===== src/hdl/cp0_pkg.sv =====
package cp0_pkg;

    localparam int XLEN   = 32;  // Data path width
    localparam int IM_W   = 8;   // Interrupt mask and pending field width
    localparam int CODE_W = 5;   // ExcCode width

    // Register address, rd in the upper five bits, sel in the lower three
    typedef logic [7:0] cp0_addr_t;

    localparam cp0_addr_t ADDR_BADVADDR = {5'd8, 3'd0};
    localparam cp0_addr_t ADDR_COUNT    = {5'd9, 3'd0};
    localparam cp0_addr_t ADDR_COMPARE  = {5'd11, 3'd0};
    localparam cp0_addr_t ADDR_STATUS   = {5'd12, 3'd0};
    localparam cp0_addr_t ADDR_CAUSE    = {5'd13, 3'd0};
    localparam cp0_addr_t ADDR_EPC      = {5'd14, 3'd0};

    // Exception types as the pipeline reports them
    typedef enum logic [4:0] {
        EXC_INT  = 5'd0,
        EXC_ADEL = 5'd1,   // Address error on load or fetch
        EXC_ADES = 5'd2,   // Address error on store
        EXC_SYS  = 5'd3,
        EXC_BP   = 5'd4,
        EXC_RI   = 5'd5,   // Reserved instruction
        EXC_OV   = 5'd6
    } exc_type_t;

    // Architectural ExcCode
    typedef logic [CODE_W-1:0] exc_code_t;

    localparam exc_code_t CODE_INT  = 5'd0;
    localparam exc_code_t CODE_ADEL = 5'd4;
    localparam exc_code_t CODE_ADES = 5'd5;
    localparam exc_code_t CODE_SYS  = 5'd8;
    localparam exc_code_t CODE_BP   = 5'd9;
    localparam exc_code_t CODE_RI   = 5'd10;
    localparam exc_code_t CODE_OV   = 5'd12;

    // Writable Status bits: CU0, BEV, IM, UM, ERL, EXL, IE
    localparam logic [XLEN-1:0] STATUS_WMASK = 32'h1040_ff17;

    // Only BEV set out of reset
    localparam logic [XLEN-1:0] STATUS_RESET = 32'h0040_0000;

endpackage


===== src/hdl/cp0_cmd_decode.sv =====
`timescale 1ns/1ns

module cp0_cmd_decode import cp0_pkg::*; (
    input  logic       m1s_valid,
    input  logic       m1s_inst_mtc0,
    input  logic       m1s_inst_eret,
    input  logic       m1s_ex,        // Memory stage carries an exception
    input  logic [4:0] m1s_rd,
    input  logic [2:0] m1s_sel,
    input  exc_type_t  m1s_exc_type,
    output cp0_addr_t  addr,
    output logic       count_we,
    output logic       compare_we,
    output logic       status_we,
    output logic       cause_we,
    output logic       epc_we,
    output logic       eret_flush,
    output exc_code_t  exc_code
);

    logic mtc0_we;  // Qualified mtc0

    assign addr = {m1s_rd, m1s_sel};  // Same address for mfc0 and mtc0

    // An excepting instruction must not commit its write
    assign mtc0_we = m1s_valid && m1s_inst_mtc0 && !m1s_ex;

    assign count_we   = mtc0_we && (addr == ADDR_COUNT);
    assign compare_we = mtc0_we && (addr == ADDR_COMPARE);
    assign status_we  = mtc0_we && (addr == ADDR_STATUS);
    assign cause_we   = mtc0_we && (addr == ADDR_CAUSE);
    assign epc_we     = mtc0_we && (addr == ADDR_EPC);

    assign eret_flush = m1s_valid && m1s_inst_eret && !m1s_ex;  // Flush in the eret cycle

    // Pipeline type to architectural code
    always_comb begin
        case (m1s_exc_type)
            EXC_INT:  exc_code = CODE_INT;
            EXC_ADEL: exc_code = CODE_ADEL;
            EXC_ADES: exc_code = CODE_ADES;
            EXC_SYS:  exc_code = CODE_SYS;
            EXC_BP:   exc_code = CODE_BP;
            EXC_RI:   exc_code = CODE_RI;
            EXC_OV:   exc_code = CODE_OV;
            default:  exc_code = CODE_INT;  // Unused encodings
        endcase
    end

    // One register write or one eret per instruction, never a mix
    always_comb begin
        assert ($onehot0({count_we, compare_we, status_we, cause_we, epc_we, eret_flush}))
            else $error("cp0_cmd_decode: more than one write strobe or flush active");
    end

endmodule


===== src/hdl/cp0_exc_regs.sv =====
`timescale 1ns/1ns

module cp0_exc_regs import cp0_pkg::*; (
    input  logic            clk,
    input  logic            reset,
    input  logic            status_we,
    input  logic            cause_we,
    input  logic            epc_we,
    input  logic            eret_flush,
    input  logic [XLEN-1:0] wdata,
    input  logic            m1s_ex,
    input  logic            m1s_bd,         // Faulting instruction sits in a delay slot
    input  exc_type_t       m1s_exc_type,
    input  exc_code_t       exc_code,
    input  logic [XLEN-1:0] m1s_pc,
    input  logic [XLEN-1:0] m1s_alu_result, // Data address of loads and stores
    input  logic            timer_ti,
    output logic [XLEN-1:0] status,
    output logic [XLEN-1:0] cause,
    output logic [XLEN-1:0] epc,
    output logic [XLEN-1:0] badvaddr,
    output logic            status_ie,
    output logic            status_exl,
    output logic [IM_W-1:0] status_im,
    output logic [IM_W-1:0] cause_ip,
    output logic            cause_ti
);

    logic            cu0, bev, um, erl, exl, ie;
    logic [IM_W-1:0] im;
    logic [XLEN-1:0] status_wr;   // Write data with read-only bits cleared
    logic            bd;
    logic            ip7;         // Timer line, TI delayed one clock
    logic [1:0]      ip_sw;       // Software interrupts IP1..IP0
    exc_code_t       exc_code_q;
    logic            first_exc;   // Exception taken outside a handler

    assign status_wr = wdata & STATUS_WMASK;
    assign first_exc = m1s_ex && !exl;

    always_ff @(posedge clk) begin
        if (reset) begin
            cu0 <= STATUS_RESET[28];
            bev <= STATUS_RESET[22];
            im  <= STATUS_RESET[15:8];
            um  <= STATUS_RESET[4];
            erl <= STATUS_RESET[2];
            ie  <= STATUS_RESET[0];
        end else if (status_we) begin
            cu0 <= status_wr[28];
            bev <= status_wr[22];
            im  <= status_wr[15:8];
            um  <= status_wr[4];
            erl <= status_wr[2];
            ie  <= status_wr[0];
        end
    end

    // EXL priority: exception, then eret, then mtc0
    always_ff @(posedge clk) begin
        if (reset) exl <= STATUS_RESET[1];
        else if (m1s_ex) exl <= 1'b1;
        else if (eret_flush) exl <= 1'b0;
        else if (status_we) exl <= status_wr[1];
    end

    always_ff @(posedge clk) begin
        if (reset) begin
            bd         <= 1'b0;
            ip7        <= 1'b0;
            ip_sw      <= 2'b0;
            exc_code_q <= CODE_INT;
        end else begin
            ip7 <= timer_ti;
            if (first_exc) bd <= m1s_bd;  // Nested exception keeps the first BD
            if (m1s_ex) exc_code_q <= exc_code;
            if (cause_we) ip_sw <= wdata[9:8];
        end
    end

    // EPC points at the branch when the fault is in its delay slot
    always_ff @(posedge clk) begin
        if (first_exc) epc <= m1s_bd ? m1s_pc - 32'd4 : m1s_pc;
        else if (epc_we) epc <= wdata;
    end

    always_ff @(posedge clk) begin
        if (m1s_ex && m1s_exc_type == EXC_ADES) begin
            badvaddr <= m1s_alu_result;
        end else if (m1s_ex && m1s_exc_type == EXC_ADEL) begin
            badvaddr <= (|m1s_pc[1:0]) ? m1s_pc : m1s_alu_result;  // Fetch or load fault
        end
    end

    assign status = {3'b0, cu0, 5'b0, bev, 6'b0, im, 3'b0, um, 1'b0, erl, exl, ie};
    assign cause  = {bd, timer_ti, 14'b0, cause_ip, 1'b0, exc_code_q, 2'b0};

    assign status_ie  = ie;
    assign status_exl = exl;
    assign status_im  = im;
    assign cause_ip   = {ip7, 5'b0, ip_sw};  // No external lines
    assign cause_ti   = timer_ti;

    // eret is squashed by a same-slot exception upstream
    assert property (@(posedge clk) disable iff (reset) !(eret_flush && m1s_ex))
        else $error("cp0_exc_regs: eret flush together with an exception");

endmodule


===== src/hdl/cp0_read_mux.sv =====
`timescale 1ns/1ns

module cp0_read_mux import cp0_pkg::*; (
    input  cp0_addr_t       addr,      // {rd, sel} of the mfc0
    input  logic [XLEN-1:0] count,
    input  logic [XLEN-1:0] compare,
    input  logic [XLEN-1:0] status,
    input  logic [XLEN-1:0] cause,
    input  logic [XLEN-1:0] epc,
    input  logic [XLEN-1:0] badvaddr,
    output logic [XLEN-1:0] rdata
);

    // Combinational read, same cycle as the address
    always_comb begin
        case (addr)
            ADDR_BADVADDR: rdata = badvaddr;
            ADDR_COUNT:    rdata = count;
            ADDR_COMPARE:  rdata = compare;
            ADDR_STATUS:   rdata = status;
            ADDR_CAUSE:    rdata = cause;
            ADDR_EPC:      rdata = epc;
            // TLB registers and anything else unmapped
            default:       rdata = '0;
        endcase
    end

endmodule


===== src/hdl/cp0_timer.sv =====
`timescale 1ns/1ns

module cp0_timer import cp0_pkg::*; #(
    parameter logic [XLEN-1:0] COMPARE_INIT = 32'h0001_0000
) (
    input  logic            clk,
    input  logic            reset,
    input  logic            count_we,
    input  logic            compare_we,
    input  logic [XLEN-1:0] wdata,
    output logic [XLEN-1:0] count,
    output logic [XLEN-1:0] compare,
    output logic            timer_ti
);

    logic tick;   // Count steps when high, toggles every clock
    logic match;  // Count equals Compare

    assign match = (count == compare);

    always_ff @(posedge clk) begin
        if (reset) begin
            tick <= 1'b0;
        end else begin
            tick <= ~tick;  // Phase free running, writes leave it alone
        end
    end

    always_ff @(posedge clk) begin
        if (reset) begin
            count <= '0;
        end else if (count_we) begin
            count <= wdata;  // Software write wins over the step
        end else if (tick) begin
            count <= count + 1'b1;
        end
    end

    always_ff @(posedge clk) begin
        if (reset) begin
            compare  <= COMPARE_INIT;
            timer_ti <= 1'b0;
        end else begin
            if (compare_we) begin
                compare <= wdata;
            end
            // Compare write acknowledges the interrupt
            if (compare_we) timer_ti <= 1'b0;
            else if (match) timer_ti <= 1'b1;
        end
    end

    // TI only comes up from a match that was not overridden by a Compare write
    assert property (@(posedge clk) disable iff (reset)
        $rose(timer_ti) |-> $past(match && !compare_we))
        else $error("cp0_timer: TI rose without a Count/Compare match");

endmodule


===== src/hdl/cp0_top.sv =====
`timescale 1ns/1ns

module cp0_top import cp0_pkg::*; #(
    parameter logic [XLEN-1:0] COMPARE_INIT = 32'h0001_0000  // Compare after reset
) (
    input  logic            clk,
    input  logic            reset,
    input  logic            m1s_valid,
    input  logic            m1s_inst_mtc0,
    input  logic            m1s_inst_eret,
    input  logic            m1s_ex,
    input  logic            m1s_bd,
    input  logic [4:0]      m1s_rd,
    input  logic [2:0]      m1s_sel,
    input  exc_type_t       m1s_exc_type,
    input  logic [XLEN-1:0] m1s_result,     // mtc0 write data
    input  logic [XLEN-1:0] m1s_alu_result,
    input  logic [XLEN-1:0] m1s_pc,
    output logic [XLEN-1:0] rdata,
    output logic            eret_flush,
    output logic [XLEN-1:0] epc,
    output logic            status_ie,
    output logic            status_exl,
    output logic [IM_W-1:0] status_im,
    output logic [IM_W-1:0] cause_ip,
    output logic            cause_ti
);

    cp0_addr_t       addr;
    logic            count_we, compare_we, status_we, cause_we, epc_we;
    exc_code_t       exc_code;
    logic            timer_ti;
    logic [XLEN-1:0] count, compare;
    logic [XLEN-1:0] status, cause, badvaddr;  // Images for mfc0

    cp0_cmd_decode i_decode (
        .m1s_valid     (m1s_valid),
        .m1s_inst_mtc0 (m1s_inst_mtc0),
        .m1s_inst_eret (m1s_inst_eret),
        .m1s_ex        (m1s_ex),
        .m1s_rd        (m1s_rd),
        .m1s_sel       (m1s_sel),
        .m1s_exc_type  (m1s_exc_type),
        .addr          (addr),
        .count_we      (count_we),
        .compare_we    (compare_we),
        .status_we     (status_we),
        .cause_we      (cause_we),
        .epc_we        (epc_we),
        .eret_flush    (eret_flush),
        .exc_code      (exc_code)
    );

    cp0_timer #(.COMPARE_INIT(COMPARE_INIT)) i_timer (
        .clk        (clk),
        .reset      (reset),
        .count_we   (count_we),
        .compare_we (compare_we),
        .wdata      (m1s_result),
        .count      (count),
        .compare    (compare),
        .timer_ti   (timer_ti)
    );

    cp0_exc_regs i_exc_regs (
        .clk            (clk),
        .reset          (reset),
        .status_we      (status_we),
        .cause_we       (cause_we),
        .epc_we         (epc_we),
        .eret_flush     (eret_flush),
        .wdata          (m1s_result),
        .m1s_ex         (m1s_ex),
        .m1s_bd         (m1s_bd),
        .m1s_exc_type   (m1s_exc_type),
        .exc_code       (exc_code),
        .m1s_pc         (m1s_pc),
        .m1s_alu_result (m1s_alu_result),
        .timer_ti       (timer_ti),
        .status         (status),
        .cause          (cause),
        .epc            (epc),
        .badvaddr       (badvaddr),
        .status_ie      (status_ie),
        .status_exl     (status_exl),
        .status_im      (status_im),
        .cause_ip       (cause_ip),
        .cause_ti       (cause_ti)
    );

    cp0_read_mux i_read_mux (
        .addr     (addr),
        .count    (count),
        .compare  (compare),
        .status   (status),
        .cause    (cause),
        .epc      (epc),
        .badvaddr (badvaddr),
        .rdata    (rdata)
    );

endmodule


===== config.mk =====
export PLATFORM = sky130hd
export DESIGN_NAME = cp0_top
export DESIGN_NICKNAME = d
export VERILOG_FILES = /design/src/hdl/cp0_pkg.sv /design/src/hdl/cp0_cmd_decode.sv /design/src/hdl/cp0_exc_regs.sv /design/src/hdl/cp0_read_mux.sv /design/src/hdl/cp0_timer.sv /design/src/hdl/cp0_top.sv
export SDC_FILE = /design/constraint.sdc
export NUM_CORES = 1
export LEC_CHECK = 0
export ABC_CLOCK_PERIOD_IN_PS = 4000
export BUFFER_PORTS_ARGS = -buffer_cell sky130_fd_sc_hd__buf_2
export CORE_ASPECT_RATIO = 1.5
export CORE_MARGIN = 5
export CORE_UTILIZATION = 30
export CTS_BUF_LIST = sky130_fd_sc_hd__clkbuf_8 sky130_fd_sc_hd__clkbuf_16
export DETAILED_ROUTE_END_ITERATION = 10
export PLACE_DENSITY = 0.49
export SLEW_MARGIN = 20
export SYNTH_ARGS = -nofsm -noshare
export SYNTH_HDL_FRONTEND = slang
export SYNTH_SLANG_ARGS = --single-unit

===== constraint.sdc =====
create_clock -name clk -period 4 [get_ports clk]
set_input_delay 0.4 -clock clk [delete_from_list [all_inputs] [get_ports clk]]
set_output_delay 0.4 -clock clk [all_outputs]
set_load 0.02 [all_outputs]

==> impl_metrics.csv <==
group,metric,value,unit
outcome,status,"completed",
power,combPwrFrac,10.8,%
placement,portBuffers,194,
sta,finalSetupViolations,0,
critical_path,cp_max_fo,20,
floorplanning,coreArea,0.0286,mm2
layout,antenna_cells,0,
synthesis,synth_area,0.00866,mm2
routing,drt_iter0_drc,711,
clock_network,root_buffer,"clkbuf_16",
global_routing,grt_max_degree,53,
clock_network,ctsResizeCount,0,
clock_network,clockBufferDepth,2,
global_routing,gr-usage-all-layers,20.6,%
min_path,hold_class,"in2reg",
sta,finalSetupTns,0,ns
layout,nets,1270,
critical_path,crit_path_end_kind,"output port",
job,max_cap_violations,0,
global_routing,grtUsageMet2,36.0,%
sta,fmax,335,MHz
global_routing,grt_use_met1,25.7,%
floorplanning,dieArea,0.0324,mm2
critical_path,critPathCapture,"rdata[17]",
synthesis,ys_seq_area_share,42.5,%
synthesis,ys.flop_type,"dfxtp_1",
layout,area_growth,22.1,%
power,pwr-share-seq,45.6,%
routing,drt_wl_total,33.8,mm
sta,tightest_slew,1.06,ns
sta,skew,0.0122,ns
global_routing,grt.overflow.total,0,
power,vdd_drop_max,309,uV
clock_network,clk_pin_slew_worst_paths,0.06,ns
placement,gp_congestion,0.948,
clock_network,cts_tree,"yes",
synthesis,async_flop_share,0,%
critical_path,critPathLaunch,"m1s_rd[2]",
synthesis,synthCells,996,
routing,drt_first_pass_iters,7,
floorplanning,start_util,30.3,%
sta,slew_viol_final,0,
floorplanning,row_count,76,
clock_network,numCtsBuffers,17,
global_routing,grt_pass1_vias,7858,
critical_path,timing.rr.start,"i_timer.count[12]",
global_routing,grt_use_met3,3.48,%
critical_path,path_class,"in2out",
power,intPower,0.00279,W
synthesis,synth.avg_cell_area,8.70,um2
clock_network,post_cts_buffers,0,
floorplanning,io_pins,200,
power,p_per_area,353,mW/mm2
critical_path,reg2reg_slack,1.79,ns
clock_network,cts.sinks,152,
critical_path,required,3.60,ns
critical_path,r2r_end,"i_timer.count[19]",
critical_path,reg2reg_depth,5,
synthesis,ys_warn_count,0,
critical_path,critPathLaunchType,"primary input",
critical_path,arrival,2.59,ns
power,switching_share,25.3,%
clock_network,htreeDepth,4,
power,clkPwrFrac,43.7,%
global_routing,grt_first_pass_wirelength,49.9,mm
floorplanning,die_x,149,um
synthesis,synthDistinctLibCells,48,
routing,avgViaCountPerCell,5.14,
routing,wire_per_inst,21.7,um
routing,drtAntennaViolNets,0,
layout,drive_gt1_share,24.9,%
sta,finalCritPeriodShare,74.6,%
power,leakage,3.89,nW
global_routing,top_usage_layer,"met2",
sta,finalHoldViolations,0,
clock_network,hold_buffers,0,
floorplanning,die_h,218,um
sta,min_period,2.99,ns
sta,rsz0062_at_grt,"false",
placement,dp_hpwl,26.9,mm
synthesis,ys_ff_latch,152,
power,p_sw,0.000943,W
routing,vias,7998,
layout,post-route-util,36.9,%
clock_network,clock_latency,0.44,ns
global_routing,antenna_found_initial,3,
sta,max_slew_margin,29.6,%
synthesis,synth_edf_count,64,
routing,drc,0,
synth_stat cells, drive strengths merged (5+ instances only):
library cell / count / area (um2)
and3: 9 / 56.3
a221oi: 7 / 61.3
inv: 7 / 26.3
a22o: 7 / 61.3
clkbuf: 66 / 248
nand2b: 5 / 31.3
buf: 16 / 93.8
and4: 6 / 52.6
dfxtp: 88 / 1760
nand2: 186 / 698
o22ai: 5 / 31.3
edfxtp: 64 / 1920
o21ai: 59 / 303
mux2i: 30 / 300
nor4: 12 / 87.6
or4: 7 / 52.6
xor2: 27 / 236
or3: 11 / 68.8
a21oi: 67 / 335
nand3: 21 / 105
nor2b: 5 / 31.3
a22oi: 15 / 113
a211oi: 37 / 278
nor2: 61 / 229
nand4: 26 / 163
xnor2: 67 / 587
mux2: 32 / 360
nor3: 23 / 115
layout by cell type (no fill, tap or decap), types with 18 or more instances in the layout:
master,n
buf_4,21
o21ai_0,56
mux2i_1,30
xor2_1,27
dfxtp_1,88
a211oi_1,36
nand3_1,21
a21oi_1,67
clkbuf_16,18
nor2_1,61
buf_2,194
nand2_1,185
mux2_2,32
xnor2_1,67
nand4_1,26
nor3_1,22
edfxtp_1,64
kinds of logic after synthesis:
group | count (synthesis) | share of synthesized area, %
other | 1 | 0.0433
multiplexers | 62 | 7.63
adder cells (fa/ha/maj) | 2 | 0.289
AND/OR/NAND/NOR | 392 | 21.4
flip-flops | 152 | 42.5
buffers and inverters | 89 | 4.25
AO/OA/AOI/OAI | 204 | 14.4
XOR/XNOR | 94 | 9.51
power groups by stage:
stage,logic [W],clock network (W),registers [W]
after global routing,0.000434,0.00172,0.00170
after CTS,0.000403,0.00166,0.00170
after global placement,0.000399,0,0.00174
after floorplan,0.000184,0,0.00175
after detailed placement,0.000401,0,0.00173
final,0.000402,0.00163,0.00170
routing by layer:
| layer | vias up | routed length (um) |
|---|---|---|
| met3 | 52 | 1970 |
| met5 | - | 40 |
| met4 | 6 | 772 |
| met1 | 3773 | 13600 |
| met2 | 314 | 17400 |
| li1 | 3853 | - |
layout make-up:
class                           instances  area (um2)
Timing Repair Buffer                  215        1130
Clock buffer                           20         478
Multi-Input combinational cell        759        4660
Fill cell                            3014       18100
Tap cell                              390         488
Inverter                                7        26.3
Sequential cell                       152        3680
Clock inverter                         12         108
worst max-delay path, stage by stage:
cell     delay, ns
buf_2         0.46
and4b_1       0.56
and2_1        0.19
buf_4         0.21
a21oi_1       0.09
o21ai_0       0.40
buf_2         0.26
flip-flops by register name, summed over array words and instances (netlist names), 2 cells and up:
| register | cells |
|---|---|
| i_exc_regs.badvaddr | 32 |
| i_exc_regs.epc | 32 |
| i_exc_regs.exc_code_q | 4 |
| i_exc_regs.ip_sw | 2 |
| i_exc_regs.status_im | 8 |
| i_timer.compare | 32 |
| i_timer.count | 32 |
metrics by stage:
stage / area (um2) / total power (W) / instances / setup slack [ns] / hold slack [ns]
2_1_floorplan: 8680 / 0.00193 / 1000 / 0.434 / 0.432
3_3_place_gp: 9990 / 0.00213 / 1523 / 1.07 / 0.441
3_5_place_dp: 9990 / 0.00213 / 1523 / 1.07 / 0.451
4_1_cts: 10600 / 0.00376 / 1555 / 1.07 / 0.232
5_1_grt: 10600 / 0.00385 / 1555 / 0.911 / 0.256
6_report: 10600 / 0.00373 / 1555 / 1.01 / 0.249
worst min path at each step:
stage,from,end,slack (ns),cells after the start
global placement,i_exc_regs.erl,i_exc_regs.erl,0.44,2
detailed placement,i_exc_regs.um,i_exc_regs.um,0.45,2
finish,m1s_result[21],i_timer.compare[21],0.25,3
CTS,m1s_result[19],i_timer.compare[19],0.23,3
global route,m1s_result[31],i_timer.compare[31],0.26,3
floorplan,i_exc_regs.cu0,i_exc_regs.cu0,0.43,2
Note: power is estimated with default switching activity, not from simulation.
